$ cat src/cdcPkg.sv
/*
 * Shared definitions for the CD data path model.
 * Holds the host controller register map, the fixed status bytes and
 * the widths that several blocks agree on. Blocks refer to these by
 * scoped name.
 */
`default_nettype none

package cdcPkg;

	// ==============================
	// Register map
	// ==============================
	// Paired names give the write meaning first, then the read meaning
	typedef enum logic [3:0] {
		regCominSbout   = 4'd0,
		regIfctrlIfstat = 4'd1,
		regDbcl         = 4'd2,   // Byte counter low
		regDbch         = 4'd3,   // Byte counter high
		regDaclHead0    = 4'd4,
		regDachHead1    = 4'd5,
		regDttrgHead2   = 4'd6,   // Write starts a transfer
		regDtackHead3   = 4'd7,   // Write acknowledges transfer end
		regWalPtl       = 4'd8,
		regWahPth       = 4'd9,
		regCtrl0Wal     = 4'd10,
		regCtrl1Wah     = 4'd11,
		regStat0        = 4'd12,
		regStat1        = 4'd13,
		regStat2        = 4'd14,
		regStat3        = 4'd15
	} regIndex;

	// ==============================
	// Fixed values
	// ==============================
	localparam logic [7:0] ptLowValue = 8'h04;   // Data block starts past the header
	localparam logic [7:0] stat0Value = 8'h80;   // CRC good
	localparam int headerBytes = 4;               // Minute, second, frame, mode
	localparam int countWidth = 12;               // DBC width

endpackage

`default_nettype wire
$ cat src/sectorLoader.sv
/*
 * Splits the disc byte stream into header words and buffer writes.
 * The first bytes of each sector pair into header words for the host
 * controller, the payload goes to the sector buffer from address 0.
 * sectorReady holds high from the last payload byte to the next sector.
 */
`default_nettype none

module sectorLoader
#(
	parameter int bufferAddrBits = 11,
	parameter int sectorBytes = 64
)
(
	input  wire                       clk_sys,
	input  wire                       nRESET,
	input  wire                       discStrobe,   // One cycle per disc byte
	input  wire                 [7:0] discByte,
	output logic                      headerWr,
	output logic                      headerSel,
	output logic               [15:0] headerWord,
	output logic                      wrReq,
	output logic [bufferAddrBits-1:0] wrAddr,
	output logic                [7:0] wrData,
	output logic                      sectorReady
);

	localparam int totalBytes = cdcPkg::headerBytes + sectorBytes;
	localparam int countBits = $clog2(totalBytes);

	logic [countBits-1:0] byteCount;   // Position within the sector
	logic [7:0] headerLow;             // Even header byte waiting for its pair
	logic inHeader, lastByte;

	assign inHeader = byteCount < countBits'(cdcPkg::headerBytes);
	assign lastByte = byteCount == countBits'(totalBytes - 1);

	always_ff @(posedge clk_sys or negedge nRESET)
	begin
		if (!nRESET)
		begin
			byteCount <= '0;
			headerWr <= 1'b0;
			wrReq <= 1'b0;
			sectorReady <= 1'b0;
		end
		else
		begin
			headerWr <= 1'b0;
			wrReq <= 1'b0;
			if (discStrobe)
			begin
				byteCount <= lastByte ? '0 : byteCount + 1'b1;
				if (inHeader)
					headerWr <= byteCount[0];   // Odd byte completes a word
				else
					wrReq <= 1'b1;
				if (byteCount == '0)
					sectorReady <= 1'b0;        // New sector begins
				else if (lastByte)
					sectorReady <= 1'b1;
			end
		end
	end

	// Word and buffer payload
	always_ff @(posedge clk_sys)
	begin
		if (discStrobe)
		begin
			if (inHeader)
			begin
				if (byteCount[0])
				begin
					headerWord <= {discByte, headerLow};   // Lower index in low half
					headerSel <= byteCount[1];
				end
				else
					headerLow <= discByte;
			end
			else
			begin
				wrAddr <= bufferAddrBits'(byteCount - countBits'(cdcPkg::headerBytes));
				wrData <= discByte;
			end
		end
	end

endmodule

`default_nettype wire

$ cat config.mk
export PLATFORM = sky130hd
export DESIGN_NAME = sectorLoader
export DESIGN_NICKNAME = d
export VERILOG_FILES = /design/src/cdcPkg.sv /design/src/sectorLoader.sv
export SDC_FILE = /design/constraint.sdc
export NUM_CORES = 1
export LEC_CHECK = 0
export ABC_AREA = 1
export BUFFER_PORTS_ARGS = -buffer_cell sky130_fd_sc_hd__buf_4
export CORE_MARGIN = 1.5
export CORE_UTILIZATION = 50
export CTS_CLUSTER_SIZE = 14
export DETAILED_ROUTE_END_ITERATION = 8
export PLACE_DENSITY = 0.86
export SLEW_MARGIN = 40
export SYNTH_ARGS = -nofsm -noshare
export SYNTH_HDL_FRONTEND = slang
export SYNTH_SLANG_ARGS = --single-unit
$ cat constraint.sdc
create_clock -name clk_sys -period 2.98 [get_ports clk_sys]
set_clock_uncertainty 0.05 [all_clocks]
set_input_delay 0.149 -clock clk_sys [delete_from_list [all_inputs] [get_ports clk_sys]]
set_output_delay 0.149 -clock clk_sys [all_outputs]
set_load 0.02 [all_outputs]
==> flow_summary.yaml <==
status:
  status: "complete, no violations"
layout:
  nFillCells: 271
  multiInputGateArea_um2: 310
  area_growth_pct: 32.2
  nNetsFinal: 201
  diodes: 0
  layout-drive-gt1-share: 0.341
  layout.area.seq_um2: 1480
synth:
  synth-xor-area-share: 0.0187
  synth_area_leaders: "edfxtp_1 66%, dfrtp_1 13%, nand2_1 3.4%"
  ys_seq_elements: 51
  synthSimpleGateAreaFrac: 0.0999
  syn-num-nets: 139
  muxShareOfSynthArea: 0
  synth_top_family_by_area: "simple AND/OR/NAND/NOR gates"
  syn_area_um2: 1880
  yosysWarnings: 0
  synth-adder-area-share: 0.0333
  synth_cells: 123
  synth_top_cell_area_share: 0.656
  yosys.area.top_type: "edfxtp_1"
  synth_compound_area_frac: 0.0107
  avgSynthCellArea_um2: 15.3
  yosysSeqAreaShare: 0.789
  synth_cell_types: 19
timing:
  fin_crit_ns: 1.91
  rsz0062_at_grt: "no"
  finalSetupViolations: 0
  fin_tns_setup_ns: 0
  fin_crit_sh: 0.640
  slew_viol_final: 0
  tightest_slew_ns: 0.646
  relSlewSlack: 0.569
  holdWs_ns: 0.111
  clock.fmax_ghz: 0.525
  hold_violations: 0
die:
  initial_core_util: 0.517
  die_w_um: 64.3
  coreArea_um2: 3630
  fp.dieH_um: 64.3
  die_area_um2: 4130
  io_pins: 50
  fp-row-count: 22
global_route:
  grt_max_degree: 18
  overflow: 0
  grt_pass1_vias: 1040
  grt_pass1_wl_mm: 4.87
  antenna_found_initial: 0
  grt_usage: 0.164
detailed_routing:
  drc: 0
  drt_iter0_markers: 34
  antenna_left: 0
  drt-pass1-iter-count: 4
  vias_per_cell: 4.76
  wirelength_mm: 3.17
  wl_per_cell_um: 13.6
  vias: 1108
placed_design:
  dp_hpwl_mm: 2.17
  io_buffers: 49
  gp_congestion: 0.853
critical_path:
  path_max_fanout: 17
  worst-path-buf-inv: 2
  cpMostUsedCell: "inv_1"
  critPathMaxStageDelay_ns: 0.48
  arrival_ns: 1.79
  cpLargestDelayFamily: "buffers and inverters"
  critical_path_required_ns: 2.87
  criticalPathCategory: "reg -> reg"
  r2r_slack_ns: 1.07
  path_cells: "inv_1 -> ha_1 -> nand3_2 -> nand2_1 -> inv_1"
  slowest_stage: "inv_1"
  end_kind: "register"
  critPathLaunchType: "register"
min_path:
  hold_class: "in -> reg"
clock_network:
  cts_resized: 0
  htreeDepth: 2
  cts_buffer_depth: 2
  cts.sinks: 51
  cts_tree: "yes"
  clk_pin_slew_ns: 0.08
  clk_latency_ns: 0.30
  cts_buffers: 5
  clockRootBuffer: "clkbuf_8"
power_and_ir_drop:
  irDropWorstVdd_uv: 566
  power_density_nw_per_um2: 755
  p_leak_nw: 1.06
run:
  max_cap_viol_count: 0
==> layout by cell type, fill, tap and decap left out <==
master,Yosys,routed
buf_4,3,51
edfxtp_1,41,41
nand2_1,17,17
inv_1,13,13
dfrtp_1,10,10
nor2_1,9,9
dlygate4sd3_1,0,9
nand3_1,6,6
ha_1,5,5
clkbuf_8,0,5
xor2_1,4,4
nor3_1,4,3
a21oi_1,2,2
o21ai_0,2,2
nor2_4,1,1
nand3_2,1,1
inv_2,1,1
nor3_2,0,1
nand4_1,1,1
nand4_2,1,1
bufinv_16,0,1
clkinvlp_4,0,1
==> per-layer routing <==
layer | part of all wire | routed length, µm | track usage | vias to the layer above
met3 | 0.070 | 223 | 0.0581 | 11
met2 | 0.49 | 1570 | 0.280 | 42
met4 | 0.031 | 97 | 0.0824 | 0
met5 | 0 | 0 | 0 | -
met1 | 0.40 | 1280 | 0.180 | 514
li1 | - | - | - | 541
==> power by group <==
part           switching [W]  internal (W)
logic               0.000256      0.000173
clock network       0.000209      0.000245
registers          0.0000924      0.000898
==> final timing paths <==
check	startpoint	end	cells past startpoint
max in group asynchronous	nRESET	headerWr	2
min reg2reg	headerLow[1]	headerWord[1]	0
max reg2reg	byteCount[2]	wrAddr[1]	5
min in group asynchronous	nRESET	byteCount[3]	2
min	discStrobe	byteCount[0]	2
max	byteCount[2]	wrAddr[1]	5
==> timing repair <==
| action | 4_1_cts | 5_1_grt |
|---|---|---|
| hold buffers | 9 | 0 |
| setup endpoints to repair | 0 | 0 |
| hold endpoints to repair | 34 | 0 |
| setup buffers | 0 | 0 |
==> cell type report <==
class	count	share of cell area
clock inverters	2	0.0151
well taps	48	0.0242
flip-flops and latches	51	0.596
clock buffers	5	0.0277
inverters	14	0.0212
repair buffers	60	0.190
multi-input cells	53	0.125
==> registers in the layout (all words and copies together) (netlist names) <==
signal and cells:
wrAddr 8, byteCount 7, sectorReady 1, wrData 8, headerWr 1, headerWord 16
wrReq 1, headerSel 1, headerLow 8
==> synth_stat cells <==
library cell and count:
dfrtp_1 10, nor2_1 9, inv_2 1, edfxtp_1 41
nor3_1 4, buf_2 1, a21oi_1 2, xor2_1 4
o21ai_0 2, buf_4 3, buf_6 1, nand4_1 1
nand4_2 1, nor2_4 1, nand3_2 1, ha_1 5
inv_1 13, nand3_1 6, nand2_1 17
==> metrics by stage <==
step	setup WS, ns	std cells	util	power (W)	cell area [µm²]
CTS	1.09	233	0.684	0.00189	2480
global placement	1.19	217	0.629	0.00141	2290
floorplan	0.447	123	-	0.00127	1880
global route	0.944	233	0.684	0.00197	2480
finish	1.07	233	0.684	0.00187	2480
detailed placement	1.11	217	0.629	0.00142	2290
==> kinds of logic (layout without fill, tap and decap cells) <==
| logic type | Yosys count | after routing |
|---|---|---|
| XOR/XNOR | 4 | 4 |
| buffers and inverters | 19 | 81 |
| AO/OA/AOI/OAI | 4 | 4 |
| AND/OR/NAND/NOR | 40 | 40 |
| flip-flops | 51 | 51 |
| adder cells (fa/ha/maj) | 5 | 5 |
Power figures use the tool's default switching activity.
