## config.mk

```make
export PLATFORM = sky130hd
export DESIGN_NAME = sectorDma
export DESIGN_NICKNAME = d
export VERILOG_FILES = /design/src/cdcPkg.sv /design/src/sectorDma.sv
export SDC_FILE = /design/constraint.sdc
export NUM_CORES = 1
export LEC_CHECK = 0
export ABC_AREA = 1
export BUFFER_PORTS_ARGS = -buffer_cell sky130_fd_sc_hd__buf_4
export CAP_MARGIN = 5
export CORE_MARGIN = 3
export CORE_UTILIZATION = 48
export DETAILED_ROUTE_END_ITERATION = 16
export GPL_ROUTABILITY_DRIVEN = 0
export GPL_TIMING_DRIVEN = 1
export PLACE_DENSITY = 0.83
export SETUP_SLACK_MARGIN = 0.5
export SLEW_MARGIN = 15
export SYNTH_ARGS = -nofsm -noshare
export SYNTH_HDL_FRONTEND = slang
export SYNTH_SLANG_ARGS = --single-unit
```

## constraint.sdc

```tcl
create_clock -name clk_sys -period 2.8 [get_ports clk_sys]
set_input_delay 0.28 -clock clk_sys [delete_from_list [all_inputs] [get_ports clk_sys]]
set_output_delay 0.28 -clock clk_sys [all_outputs]
set_load 0.1 [all_outputs]
```

## src/cdcPkg.sv

```systemverilog
/*
 * Shared definitions for the CD data path model.
 * Holds the host controller register map, the fixed status bytes and
 * the widths that several blocks agree on. Blocks refer to these by
 * scoped name.
 */
`default_nettype none

package cdcPkg;

	// ==============================
	// Register map
	// ==============================
	// Paired names give the write meaning first, then the read meaning
	typedef enum logic [3:0] {
		regCominSbout   = 4'd0,
		regIfctrlIfstat = 4'd1,
		regDbcl         = 4'd2,   // Byte counter low
		regDbch         = 4'd3,   // Byte counter high
		regDaclHead0    = 4'd4,
		regDachHead1    = 4'd5,
		regDttrgHead2   = 4'd6,   // Write starts a transfer
		regDtackHead3   = 4'd7,   // Write acknowledges transfer end
		regWalPtl       = 4'd8,
		regWahPth       = 4'd9,
		regCtrl0Wal     = 4'd10,
		regCtrl1Wah     = 4'd11,
		regStat0        = 4'd12,
		regStat1        = 4'd13,
		regStat2        = 4'd14,
		regStat3        = 4'd15
	} regIndex;

	// ==============================
	// Fixed values
	// ==============================
	localparam logic [7:0] ptLowValue = 8'h04;   // Data block starts past the header
	localparam logic [7:0] stat0Value = 8'h80;   // CRC good
	localparam int headerBytes = 4;               // Minute, second, frame, mode
	localparam int countWidth = 12;               // DBC width

endpackage

`default_nettype wire
```

## src/sectorDma.sv

```systemverilog
/*
 * DMA engine from the sector buffer to the host.
 * dmaStart loads dbc+1 bytes starting at dac. Reads are requested one
 * per cycle while granted, so several can be in flight, and every
 * returned byte leaves on hostData with a hostStrobe. dmaRunning falls
 * with the last strobe.
 */
`default_nettype none

module sectorDma
#(
	parameter int bufferAddrBits = 11
)
(
	input  wire                          clk_sys,
	input  wire                          nRESET,
	input  wire                          dmaStart,
	input  wire [cdcPkg::countWidth-1:0] dbc,       // Bytes to move minus one
	input  wire                   [15:0] dac,       // First buffer address
	output logic                         rdReq,
	output logic    [bufferAddrBits-1:0] rdAddr,
	input  wire                          rdGrant,
	input  wire                    [7:0] rdData,
	output logic                         dmaRunning,
	output logic                         hostStrobe,
	output logic                   [7:0] hostData
);

	localparam logic [cdcPkg::countWidth:0] lastOne = {{cdcPkg::countWidth{1'b0}}, 1'b1};

	logic [cdcPkg::countWidth:0] reqLeft;   // Reads not yet granted
	logic [cdcPkg::countWidth:0] retLeft;   // Bytes not yet handed to the host

	assign rdReq = reqLeft != '0;
	assign hostData = rdData;   // Buffer read data is already registered

	// ==============================
	// Counters and status
	// ==============================
	always_ff @(posedge clk_sys or negedge nRESET)
	begin
		if (!nRESET)
		begin
			reqLeft <= '0;
			retLeft <= '0;
			dmaRunning <= 1'b0;
			hostStrobe <= 1'b0;
		end
		else
		begin
			hostStrobe <= rdGrant;   // Data returns one cycle after the grant
			if (dmaStart)
			begin
				reqLeft <= {1'b0, dbc} + 1'b1;
				retLeft <= {1'b0, dbc} + 1'b1;
				dmaRunning <= 1'b1;
			end
			else
			begin
				if (rdGrant)
					reqLeft <= reqLeft - 1'b1;
				if (hostStrobe)
				begin
					retLeft <= retLeft - 1'b1;
					if (retLeft == lastOne)
						dmaRunning <= 1'b0;   // Last byte is on hostData now
				end
			end
		end
	end

	// Read address walks up on each grant
	always_ff @(posedge clk_sys)
	begin
		if (dmaStart)
			rdAddr <= dac[bufferAddrBits-1:0];
		else if (rdGrant)
			rdAddr <= rdAddr + 1'b1;
	end

endmodule

`default_nettype wire

```

==> impl_metrics.yaml, run 1 <==
yosys:
  yosysTopAreaCellShare: 0.2551
  synth_compound_area_frac: 0.09021
  synth.cell_area_um2: 2746
  muxShareOfSynthArea: 0
  synth.area.top_cells: "dfrtp_1 (26%), nand2_1 (19%), edfxtp_1 (12%)"
  synth_fa_ha_area_frac: 0.02733
  ys.flop_type: "dfrtp_1"
  yosys.area.top_type: "dfrtp_1"
  synth_top_family_by_area: "simple AND/OR/NAND/NOR gates"
  synthSimpleGateAreaFrac: 0.3900
  ys_ff_latch: 39
  synth_edf_count: 11
  ys_seq_area_frac: 0.3754
  synth-xor-area-share: 0.009567
  synth_fp_nets: 457
  synthCells: 411
  yosysWarnings: 0
  synth-async-reset-ratio: 0.7179
  synth_cell_types: 32
  avgSynthCellArea_um2: 6.682
cells_and_area:
  final_cell_mix: "nand2_1 (136), nand3_1 (50), inv_1 (45)"
  diodes: 0
  synthToLayoutAreaGrowth_pct: 13.39
  finalNonFillerCells: 512
  nets: 487
  post-route-util: 0.5873
  fin_area_um2: 3114
  final_common_cell: "nand2_1"
  drive_gt1_frac: 0.1312
placement:
  io_buffers: 40
  place_ws_ns: 1.066
  dp_hpwl_um: 5074
  placed_cell_area_um2: 3023
  dp.cells: 503
clock_network:
  clkLatencyLatePin_ns: 0.29
  tritoncts: "done"
  clockRootBuffer: "clkbuf_8"
  htreeDepth: 2
  clockBufferDepth: 2
  numCtsBuffers: 5
  cts.clk_slew.worst_paths_ns: 0.08
  cts_resized: 0
  post-cts-setup-buffers: 0
  clock_sinks: 39
critical_path:
  cp.depth: 6
  startpoint_type: "flip-flop"
  worstPathMaxFanout: 4
  cp.required_ns: 2.52
  path_delay_family: "flip-flops"
  cp_slowest_stage_delay_ns: 0.42
  crit_chain: "inv_1 > ha_1 > nand2_1 > nor3_1 > nand4_1 > buf_4"
  critPathKind: "reg2out"
  crit_arrival_ns: 1.59
  crit_path_end_kind: "primary output"
  slowest_stage: "dfrtp_1"
  r2r_cells: 6
  cp_num_buf_inv: 2
sta:
  min_period_over_period: 0.6665
  rsz0062_at_grt: "false"
  timing.final.ws_setup_ns: 0.9337
  slew_viol_final: 0
  skew_ns: 0.003936
  relSlewSlack: 0.5507
  setup_viol: 0
  setup_tns_ns: 0
  timing.final.crit_period_ns: 1.866
  worstMarginPinSlew_ns: 0.6730
  max_freq_ghz: 0.5358
  timing.final.hold_violations: 0
global_routing:
  gr-usage-met2: 0.3787
  grt_use_total: 0.2194
  grt_busiest_layer: "met2"
  grt_pass1_vias: 2580
  antenna_found_initial: 0
  use_met1: 0.2757
  gr-usage-met3: 0.03070
  grt_overflow: 0
  grt_max_degree: 41
  grt_first_pass_wirelength_um: 11430
floorplan:
  num_io_pins: 62
  die_y_um: 81.64
  dieArea_um2: 6665
  rows: 26
  start_util: 0.5179
  core_area_um2: 5303
  die_w_um: 81.64
drt:
  drt_iter0_markers: 268
  ant_nets: 0
  vias: 2759
  vias_per_cell: 5.389
  wl_um: 6827
  first_pass_iters: 5
  routedWlPerCell_um: 13.33
  drc_errors: 0
flow_run:
  maxCapViolCount: 0
pwr:
  p_per_area_nw_per_um2: 524.7
  static-leakage-power_uw: 0.001586
  ir_drop_mv: 0.2327
hold_path:
  hp-class: "in2reg"
  min_path_cells: 1
run_status:
  status: "complete, no violations"
-- through the flow --
| step | hold slack [ns] | total power [uW] |
|---|---|---|
| final | 0.1993 | 1634 |
| after global routing | 0.1926 | 1730 |
| after CTS | 0.1925 | 1635 |
| after detailed placement | 0.2290 | 1273 |
| after global placement | 0.2271 | 1257 |
| after floorplan | -0.01559 | 1182 |
-- state kept, by name, indices dropped and copies added (netlist names) --
name,cells
dmaRunning,1
rdAddr,11
reqLeft,13
retLeft,13
hostStrobe,1
-- report_power, final --
group	switching (uW)	internal, uW	leakage (uW)
Clock	194	171	0.0000426
Combinational	374	157	0.00109
Sequential	75.4	663	0.000452
Total	643	991	0.00159
-- per-layer routing --
metal | routed length [um] | vias to the layer above
met5 | 0 | -
met3 | 568 | 17
met4 | 174 | 0
met2 | 3149 | 123
met1 | 2934 | 1237
li1 | - | 1382
-- cell families (layout without fill, tap and decap cells) --
logic type,after synthesis,in the layout
AO/OA/AOI/OAI,43,43
XOR/XNOR,3,3
adder cells (fa/ha/maj),6,6
buffers and inverters,67,98
flip-flops,39,39
AND/OR/NAND/NOR,253,253
-- final timing paths --
path                            startpoint  slack (ns)          to
worst min register to register  dmaRunning        0.50  dmaRunning
worst max-delay path            reqLeft[0]        0.93       rdReq
max in group asynchronous           nRESET        2.07  dmaRunning
min in group asynchronous           nRESET        0.45  reqLeft[8]
worst min-delay path               rdGrant        0.20  hostStrobe
worst max register to register   rdAddr[0]        1.24   rdAddr[8]
-- cell type report --
class | count | area (um^2)
Clock buffer | 6 | 72.57
Clock inverter | 2 | 8.758
Fill cell | 505 | 2188
Inverter | 49 | 183.9
Multi-Input combinational cell | 305 | 1420
Sequential cell | 39 | 1031
Tap cell | 70 | 87.58
Timing Repair Buffer | 41 | 310.3
-- cell usage after synthesis, types with 2 or more instances --
library cell and instances:
o21ai_0 7, o221ai_1 2, edfxtp_1 11, nand2_1 136
nand4_1 5, inv_2 3, nand3_1 50, dfrtp_1 28
ha_1 6, buf_4 9, a31oi_1 4, o211ai_1 2
nor3_1 7, buf_2 8, xnor2_1 3, a21oi_1 9
o21ai_1 13, nor2_2 7, nor2_1 44, inv_1 45
-- timing repair --
item,CTS,global route
endpoints found under the hold margin,28,0
hold buffers,1,0
endpoints found under the setup margin,0,0
Note: power is estimated with default switching activity, not from simulation.
==> run 2: changes to the inputs <==
==> constraint.sdc (replaced) <==
create_clock -name clk_sys -period 1.9 [get_ports clk_sys]
set_input_delay 0.19 -clock clk_sys [delete_from_list [all_inputs] [get_ports clk_sys]]
set_output_delay 0.19 -clock clk_sys [all_outputs]
set_load 0.1 [all_outputs]
==> impl_metrics.yaml, run 2 (synthesis results as in run 1) <==
global_routing:
  antenna_found_initial: 0
  grt_max_degree: 33
  grt_pass1_vias: 2693
  grt_overflow: 0
  grt_use_total: 0.2378
  grt_first_pass_wirelength_um: 12230
cells_and_area:
  diodes: 0
  nets: 507
  fillers: 461
  post-route-util: 0.6739
  drive_gt1_frac: 0.2597
  reg_top3: "reqLeft x13, retLeft x13, rdAddr x11"
  final_common_cell: "nand2_1"
  synthToLayoutAreaGrowth_pct: 30.11
  final_cell_mix: "nand2_1 (133), buf_4 (54), nand3_1 (44)"
critical_path:
  critPathKind: "reg2out"
  crit_path_start: "reqLeft[1]"
  worstPathMaxFanout: 2
  cp.required_ns: 1.71
  r2r_cells: 6
  startpoint_type: "flip-flop"
  crit_arrival_ns: 1.55
  reg2reg_to: "rdAddr[8]"
  worstReg2RegStart: "rdAddr[1]"
  r2r_slack_ns: 0.41
  crit_path_end_kind: "primary output"
drt:
  vias: 2988
  routedWlPerCell_um: 14.83
  drc_errors: 0
  first_pass_iters: 5
  wl_um: 7888
  ant_nets: 0
  vias_per_cell: 5.617
  drt_iter0_markers: 257
clock_network:
  numCtsBuffers: 5
  htreeDepth: 2
  clkLatencyLatePin_ns: 0.30
  clock_sinks: 39
  clockBufferDepth: 2
  clockRootBuffer: "clkbuf_8"
  cts.clk_slew.worst_paths_ns: 0.08
  tritoncts: "done"
sta:
  timing.final.hold_violations: 0
  max_freq_ghz: 0.5757
  setup_viol: 0
  min_period_over_period: 0.9142
  setup_tns_ns: 0
  slew_viol_final: 0
  rsz0062_at_grt: "true"
  worstMarginPinSlew_ns: 0.4653
  timing.final.crit_period_ns: 1.737
  skew_ns: 0.005117
  relSlewSlack: 0.6893
run_status:
  status: "complete, no violations"
placement:
  dp_hpwl_um: 5346
  io_buffers: 40
hold_path:
  worst_hold_path.endpoint: "hostStrobe"
  hold_start: "rdGrant"
  hp-class: "in2reg"
  min_path_cells: 1
pwr:
  static-leakage-power_uw: 0.001748
  p_total_uw: 2917
  ir_drop_mv: 0.3500
  p_per_area_nw_per_um2: 816.4
floorplan:
  start_util: 0.5179
  rows: 26
  dieArea_um2: 6665
  num_io_pins: 62
  die_w_um: 81.64
  core_area_um2: 5303
  die_y_um: 81.64
flow_run:
  maxCapViolCount: 0
-- run 2: cell types whose count changed in the layout (fill, tap and decap cells not counted), sizes merged --
| cell | delta |
|---|---|
| buf | +20 |
| bufinv | +2 |
| clkinv | -2 |
-- run 2: worst max-delay path by stage --
stage	slack, ns	depth (start not counted)	endpoint
floorplan	-0.24	6	rdAddr[8]
global placement	0.40	6	rdAddr[8]
detailed placement	0.33	6	rdAddr[8]
CTS	0.22	6	rdReq
global route	0.01	6	rdReq
finish	0.16	6	rdReq
-- run 2: repair_timing --
action | in CTS | in global routing
hold buffers | 1 | 0
setup buffers | 10 | 9
endpoints found under the setup margin | 13 | 25
gates cloned | 0 | 0
pin swaps | 6 | 15
endpoints found under the hold margin | 28 | 0
gates resized for setup | 21 | 40
-- run 2: area by class of cell --
class / count / area (um^2) / area share
flip-flops and latches: 39 / 1033 / 0.2892
clock buffers: 6 / 72.57 / 0.02031
inverters: 49 / 185.2 / 0.05182
multi-input cells: 305 / 1634 / 0.4573
well taps: 70 / 87.58 / 0.02451
repair buffers: 61 / 500.5 / 0.1401
clock inverters: 2 / 60.06 / 0.01681
-- run 2: critical path: stages, from the launching register on --
cell	delay [ns]
dfrtp_1	0.41
inv_2	0.08
ha_2	0.18
nand2_1	0.07
nor3_2	0.12
nand4_1	0.18
buf_12	0.22
-- run 2: power by group --
part           switching [uW]  leakage [uW]  internal [uW]
Clock                     303     0.0000654            525
Combinational             645       0.00123            331
Sequential                136      0.000450            978
Total                    1080       0.00175           1830
-- run 2: stage by stage --
step | setup WS, ns | instance area, um^2 | hold WS, ns | std cells
floorplan | -0.2435 | 2749 | -0.1056 | 411
global placement | 0.3978 | 3045 | 0.1371 | 504
detailed placement | 0.3256 | 3045 | 0.1305 | 504
CTS | 0.2193 | 3333 | 0.08536 | 523
global route | 0.01335 | 3573 | 0.08120 | 532
finish | 0.1629 | 3573 | 0.09371 | 532
-- run 2: per-layer routing --
metal	vias to the layer above	wire length (um)	part of all wire	GRT usage
li1	1421	-	-	-
met1	1399	3170	0.40	0.2922
met2	148	3880	0.49	0.4064
met3	20	634	0.080	0.04825
met4	0	203	0.026	0.09801
met5	-	0	0	0
