**src/cdcPkg.sv**
```systemverilog
/*
 * Shared definitions for the CD data path model.
 * Holds the host controller register map, the fixed status bytes and
 * the widths that several blocks agree on. Blocks refer to these by
 * scoped name.
 */
`default_nettype none

package cdcPkg;

	// ==============================
	// Register map
	// ==============================
	// Paired names give the write meaning first, then the read meaning
	typedef enum logic [3:0] {
		regCominSbout   = 4'd0,
		regIfctrlIfstat = 4'd1,
		regDbcl         = 4'd2,   // Byte counter low
		regDbch         = 4'd3,   // Byte counter high
		regDaclHead0    = 4'd4,
		regDachHead1    = 4'd5,
		regDttrgHead2   = 4'd6,   // Write starts a transfer
		regDtackHead3   = 4'd7,   // Write acknowledges transfer end
		regWalPtl       = 4'd8,
		regWahPth       = 4'd9,
		regCtrl0Wal     = 4'd10,
		regCtrl1Wah     = 4'd11,
		regStat0        = 4'd12,
		regStat1        = 4'd13,
		regStat2        = 4'd14,
		regStat3        = 4'd15
	} regIndex;

	// ==============================
	// Fixed values
	// ==============================
	localparam logic [7:0] ptLowValue = 8'h04;   // Data block starts past the header
	localparam logic [7:0] stat0Value = 8'h80;   // CRC good
	localparam int headerBytes = 4;               // Minute, second, frame, mode
	localparam int countWidth = 12;               // DBC width

endpackage

`default_nettype wire
```
**src/cdcRegisters.sv**
```systemverilog
/*
 * CPU-side register model of the CD host controller.
 * With rs low the CPU accesses the address register, with rs high the
 * register it points at, and a nonzero address then auto-increments.
 * Disc side header words and the sector-ready level, plus the DMA busy
 * level, drive the interrupt flags. Writing DTTRG pulses dmaStart.
 */
`default_nettype none

module cdcRegisters
(
	input  wire         clk_sys,
	input  wire         nRESET,
	input  wire         cpuClkEn,     // CPU bus clock enable
	input  wire         nWr,
	input  wire         nRd,
	input  wire         rs,           // Low selects the address register
	input  wire   [7:0] din,
	output logic  [7:0] dout,
	input  wire         headerWr,     // One pulse per header word
	input  wire         headerSel,    // High for header bytes 2 and 3
	input  wire  [15:0] headerWord,
	input  wire         sectorReady,
	input  wire         dmaRunning,
	output logic        dmaStart,
	output logic [cdcPkg::countWidth-1:0] dbc,
	output logic [15:0] dac,
	output logic        cdcNIrq
);

	logic [3:0] addrReg;            // Register pointer
	logic [15:0] wa;                // Write address, only read back
	logic dteIen, decIen;           // IFCTRL interrupt enables
	logic decEn;                    // CTRL0 decoder enable
	logic dteiFlag, deciFlag;
	logic nValSt;                   // Low once a decoded header is valid
	logic [7:0] headTemp [4];       // Header being assembled
	logic [7:0] head [4];           // Header as the CPU sees it

	// CPU strobes, two stages on the enabled clock
	logic nWrQ, nWrPrev;
	logic nRdQ, nRdPrev;
	logic sectorReadyPrev, dmaRunningPrev;
	logic wrEdge, rdEdge, readyRise, dmaFall;

	assign wrEdge = nWrPrev & ~nWrQ;
	assign rdEdge = nRdPrev & ~nRdQ;
	assign readyRise = sectorReady & ~sectorReadyPrev & decEn;   // Only counts while decoding
	assign dmaFall = dmaRunningPrev & ~dmaRunning;

	// ==============================
	// Header capture
	// ==============================
	always_ff @(posedge clk_sys)
	begin
		if (headerWr)
		begin
			if (headerSel)
			begin
				headTemp[2] <= headerWord[7:0];
				headTemp[3] <= headerWord[15:8];   // Mode byte
			end
			else
			begin
				headTemp[0] <= headerWord[7:0];    // Minute
				headTemp[1] <= headerWord[15:8];   // Second
			end
		end
	end

	// ==============================
	// Register access and flags
	// ==============================
	always_ff @(posedge clk_sys or negedge nRESET)
	begin
		if (!nRESET)
		begin
			addrReg <= 4'd0;
			dout <= 8'h00;
			dmaStart <= 1'b0;
			dbc <= '0;
			dac <= 16'h0000;
			wa <= 16'h0000;
			{dteIen, decIen} <= 2'b00;
			decEn <= 1'b0;
			{dteiFlag, deciFlag} <= 2'b00;
			nValSt <= 1'b1;
			head <= '{default: 8'h00};
			nWrQ <= 1'b1;
			nWrPrev <= 1'b1;
			nRdQ <= 1'b1;
			nRdPrev <= 1'b1;
			sectorReadyPrev <= 1'b0;
			dmaRunningPrev <= 1'b0;
			cdcNIrq <= 1'b1;
		end
		else
		begin
			dmaStart <= 1'b0;   // Single cycle pulse
			sectorReadyPrev <= sectorReady;
			dmaRunningPrev <= dmaRunning;
			cdcNIrq <= ~|{dteiFlag & dteIen, deciFlag & decIen};

			if (cpuClkEn)
			begin
				nWrQ <= nWr;
				nWrPrev <= nWrQ;
				nRdQ <= nRd;
				nRdPrev <= nRdQ;

				if (wrEdge)
				begin
					if (!rs)
						addrReg <= din[3:0];
					else
					begin
						case (addrReg)
							cdcPkg::regIfctrlIfstat: {dteIen, decIen} <= din[6:5];
							cdcPkg::regDbcl: dbc[7:0] <= din;
							cdcPkg::regDbch: dbc[cdcPkg::countWidth-1:8] <= din[cdcPkg::countWidth-9:0];
							cdcPkg::regDaclHead0: dac[7:0] <= din;
							cdcPkg::regDachHead1: dac[15:8] <= din;
							cdcPkg::regDttrgHead2: dmaStart <= 1'b1;
							cdcPkg::regDtackHead3: dteiFlag <= 1'b0;
							cdcPkg::regWalPtl: wa[7:0] <= din;
							cdcPkg::regWahPth: wa[15:8] <= din;
							cdcPkg::regCtrl0Wal: decEn <= din[7];
							default: ;   // COMIN, CTRL1, PT and RESET have no effect here
						endcase
						if (addrReg != 4'd0)
							addrReg <= addrReg + 4'd1;
					end
				end
				else if (rdEdge)
				begin
					if (!rs)
						dout <= {4'b0000, addrReg};
					else
					begin
						case (addrReg)
							cdcPkg::regCominSbout: dout <= 8'h00;   // No status bytes queued
							// Command interrupt and the busy and enable bits all idle high
							cdcPkg::regIfctrlIfstat: dout <= {1'b1, ~dteiFlag, ~deciFlag, 5'b11111};
							cdcPkg::regDbcl: dout <= dbc[7:0];
							cdcPkg::regDbch: dout <= {{4{dteiFlag}}, dbc[cdcPkg::countWidth-1:8]};
							cdcPkg::regDaclHead0: dout <= head[0];
							cdcPkg::regDachHead1: dout <= head[1];
							cdcPkg::regDttrgHead2: dout <= head[2];
							cdcPkg::regDtackHead3: dout <= head[3];
							cdcPkg::regWalPtl: dout <= cdcPkg::ptLowValue;
							cdcPkg::regWahPth: dout <= 8'h00;
							cdcPkg::regCtrl0Wal: dout <= wa[7:0];
							cdcPkg::regCtrl1Wah: dout <= wa[15:8];
							cdcPkg::regStat0: dout <= cdcPkg::stat0Value;
							cdcPkg::regStat3:
							begin
								dout <= {nValSt, 7'b0000000};
								deciFlag <= 1'b0;    // Read acknowledges the decoder interrupt
								nValSt <= 1'b1;
							end
							default: dout <= 8'h00;  // STAT1 no errors, STAT2 Mode 1
						endcase
						if (addrReg != 4'd0)
							addrReg <= addrReg + 4'd1;
					end
				end
			end

			// Disc and DMA events come last so a same-cycle clear cannot lose them
			if (dmaFall)
				dteiFlag <= 1'b1;
			if (readyRise)
			begin
				deciFlag <= 1'b1;
				nValSt <= 1'b0;
				head <= headTemp;   // Publish the finished header
			end
		end
	end

endmodule

`default_nettype wire

```
**config.mk**
```make
export PLATFORM = sky130hd
export DESIGN_NAME = cdcRegisters
export DESIGN_NICKNAME = d
export VERILOG_FILES = /design/src/cdcPkg.sv /design/src/cdcRegisters.sv
export SDC_FILE = /design/constraint.sdc
export NUM_CORES = 1
export LEC_CHECK = 0
export ABC_AREA = 1
export BUFFER_PORTS_ARGS = -buffer_cell sky130_fd_sc_hd__buf_4
export CELL_PAD_IN_SITES_DETAIL_PLACEMENT = 0
export CELL_PAD_IN_SITES_GLOBAL_PLACEMENT = 1
export CORE_AREA = 4 4 119 121
export DETAILED_ROUTE_END_ITERATION = 8
export DIE_AREA = 0 0 123 125
export HOLD_SLACK_MARGIN = 0.1
export MAX_ROUTING_LAYER = met4
export PLACE_DENSITY_LB_ADDON = 0.1
export SLEW_MARGIN = 20
export SYNTH_ARGS = -nofsm -noshare
export SYNTH_HDL_FRONTEND = slang
export SYNTH_SLANG_ARGS = --single-unit
```
**constraint.sdc**
```tcl
create_clock -name clk_sys -period 1.7 [get_ports clk_sys]
set_input_delay 0.51 -clock clk_sys [delete_from_list [all_inputs] [get_ports clk_sys]]
set_output_delay 0.51 -clock clk_sys [all_outputs]
set_load 0.005 [all_outputs]
```
==> run_results.csv <==
group,metric,value,unit
drt,ant_nets,0,
drt,first_pass_iters,5,
critical_path,crit_type,"reg2reg",
critical_path,cp_common_cell,"nand2_1",
logic_synthesis,synth-xor-area-share,0.00154,
global_routing,grt_start_max_net_pins,64,
place,gp_congestion,0.874,
drt,drt-total-wl,14500,um
power_and_ir_drop,swShare,0.328,
global_routing,antenna_found_initial,0,
global_routing,grtUsageTotal,0.204,
power_and_ir_drop,clockPowerShare,0.304,
power_and_ir_drop,sequentialPowerShare,0.430,
logic_synthesis,synthAdderAreaFrac,0.00877,
clock_network,htree_levels,4,
critical_path,cp-end-kind,"flip-flop",
critical_path,arrival,1.96,ns
timing,tightest_slew,0.470,ns
logic_synthesis,syn_nets,644,
run_status,status,"finished clean",
power_and_ir_drop,max-vdd-ir-drop,899,uV
logic_synthesis,synth_cells,606,
logic_synthesis,yosys_warnings,0,
clock_network,clockBufferDepth,2,
timing,setup-tns-final,0,ns
timing,finalCritPeriodShare,0.953,
die,initial_utilization,0.436,
logic_synthesis,yosys_register_bits,134,
timing,drv_slew,0,
die,die_width,123,um
drt,drt-initial-drc-count,284,
logic_synthesis,synthTopCellsByCount,"242 x nand2_1, 96 x dfrtp_1, 34 x nor2_1, 34 x o21ai_1, 32 x edfxtp_1",
die,io_pins,72,
critical_path,path_cells,"inv_1, ha_1, inv_2, nor2_4, nand2_1, nand2_1, nor2_1, nand2_1, nand2_1, a21oi_2",
logic_synthesis,postSynthAreaPerCell,9.41,um^2
timing,finalHoldViolations,0,
logic_synthesis,yosys.area_share.simple,0.257,
logic_synthesis,synthArstFlopShare,0.761,
power_and_ir_drop,total_leakage_power,3.61,nW
global_routing,overflow,0,
final_layout,fin_cells,903,
critical_path,r2r-end,"dout[3]",
critical_path,worstReg2RegStart,"addrReg[0]",
critical_path,cp_max_fo,7,
min_path,min_path_type,"in2reg",
power_and_ir_drop,pwr-share-comb,0.266,
logic_synthesis,yosys.area.top_type_share,0.421,
final_layout,drive_gt1_frac,0.249,
final_layout,syn2layout_area_growth,27.4,%
clock_network,cts.sinks,134,
critical_path,crit_path_start,"addrReg[0]",
logic_synthesis,synth-main-ff-cell,"dfrtp_1",
logic_synthesis,synth_area_leaders,"dfrtp_1 42%, edfxtp_1 17%, nand2_1 16%",
critical_path,cp_slowest_stage_delay,0.41,ns
timing,timing.slew.headroom,0.686,
logic_synthesis,synth_enable_flop_cells,32,
critical_path,crit_slowest_cell,"dfrtp_1",
logic_synthesis,synthMuxAreaShare,0,
clock_network,cts-buffers-inserted,17,
clock_network,clk_pin_slew,0.06,ns
logic_synthesis,synth_most_common_cell,"nand2_1",
power_and_ir_drop,intPower,0.00745,W
timing,max_freq,617,MHz
clock_network,root_buffer,"clkbuf_16",
logic_synthesis,synth_top_family_by_area,"simple AND/OR/NAND/NOR gates",
timing,fin_worst_skew,0.00722,ns
global_routing,grt_pass1_vias,4449,
job,maxCapViolCount,0,
logic_synthesis,synth_top_area_cell,"dfrtp_1",
global_routing,grt_pass1_wl,23400,um
drt,wl_per_cell,16.0,um
logic_synthesis,synth_compound_area_frac,0.0704,
critical_path,r2r_cells,10,
logic_synthesis,synth_area,0.00570,mm^2
critical_path,worstSetupEndpoint,"dout[3]",
drt,drc_errors,0,
final_layout,nNetsFinal,752,
die,die_h,125,um
final_layout,antennaDiodeCount,0,
drt,vias,4473,
logic_synthesis,ys_types,33,
clock_network,clk_latency,0.41,ns
timing,fin_crit,1.62,ns
min_path,whs_path_depth,1,
die,dieArea,0.0154,mm^2
die,rows,42,
critical_path,reg2reg_slack,0.08,ns
critical_path,crit_required,2.04,ns
place,numPortBuffers,71,
critical_path,start_kind,"flip-flop",
timing,setup_viol,0,
logic_synthesis,yosysSeqAreaShare,0.617,
place,hpwl,10500,um
place,dpl.cell_count,865,
die,fp.coreArea,0.0131,mm^2
power_and_ir_drop,pwr_density_cell,1530,mW/mm^2
clock_network,tritoncts,"done",
drt,via_per_inst,4.95,
power_and_ir_drop,power.switching,0.00364,W
[stage by stage]
stage          instance area, um^2  total power [W]  hold slack, ns  utilization  setup slack [ns]
2_1_floorplan                 5700          0.00629           0.214            -            0.0797
3_3_place_gp                  6580          0.00760           0.313        0.503           -0.0586
6_report                      7260           0.0111           0.210        0.555            0.0806
4_1_cts                       7150           0.0111           0.188        0.546            0.0214
5_1_grt                       7260           0.0118           0.189        0.555          -0.00928
3_5_place_dp                  6580          0.00766           0.314        0.503           -0.0559
[worst min-delay path by stage]
stage	start	endpoint
floorplan	nRESET	addrReg[0]
global placement	nRESET	dac[4]
detailed placement	nRESET	dac[5]
CTS	dmaRunning	dmaRunningPrev
global route	dmaRunning	dmaRunningPrev
finish	dmaRunning	dmaRunningPrev
[power groups by stage]
stage | combinational, W | sequential (W) | clock [W]
global route | 0.00333 | 0.00487 | 0.00362
global placement | 0.00282 | 0.00478 | 0
finish | 0.00295 | 0.00477 | 0.00337
CTS | 0.00289 | 0.00476 | 0.00344
detailed placement | 0.00285 | 0.00480 | 0
floorplan | 0.00167 | 0.00462 | 0
[worst max-delay path: cells and delay by family (launching register included)]
family | cells | cell delay, ns
compound gates | 1 | 0.13
fa+ha+maj | 1 | 0.24
buf+inv | 2 | 0.22
flops | 1 | 0.41
simple gates | 6 | 0.54
[placed cells by master (no fill, tap or decap), types with 3 or more instances in the layout]
cell         n
clkinv_4     4
nand3_1     26
a21oi_1      6
nor2_4       8
clkbuf_1     4
dfstp_2      6
inv_1       28
nand2_2      3
nor2_1      29
dfrtp_1     94
inv_2        3
o21ai_1     34
nand2_1    242
nand3_2      3
a21oi_2      4
clkbuf_16   17
o21ai_0     22
o22ai_1      3
nand2_4      4
nand4_1     16
clkinv_2     3
buf_4      103
nor2_2       5
edfxtp_1    32
[cell type report]
cell class / instances / area [um^2]
inverters: 33 / 129
repair buffers: 107 / 835
fillers: 1221 / 5820
well taps: 176 / 220
clock inverters: 11 / 104
clock buffers: 21 / 440
multi-input cells: 421 / 2010
flip-flops and latches: 134 / 3520
[per-layer routing]
layer / share of wire / GRT usage
met1: 0.44 / 0.268
met2: 0.48 / 0.308
met3: 0.053 / 0.0542
met4: 0.024 / 0.0697
met5: 0 / -
[cells by family (layout without fill, tap and decap cells)]
family | count (synthesis) | after routing
fa+ha+maj | 4 | 4
flops | 134 | 134
xor+xnor | 1 | 1
simple gates | 340 | 342
compound gates | 74 | 74
buf+inv | 53 | 172
[flip-flops by register name, indices dropped and copies added (netlist names), 4 cells and up]
signal,flops
dout,8
headTemp,32
wa,16
head,32
addrReg,4
dac,16
dbc,12
[timing repair]
item | 4_1_cts | 5_1_grt
pin swaps | 0 | 6
setup buffers | 0 | 3
resized for setup | 3 | 19
gates cloned | 0 | 2
setup endpoints to repair | 10 | 38
hold buffers | 1 | 0
hold endpoints to repair | 2 | 0
(Power assumes the default switching activity.)
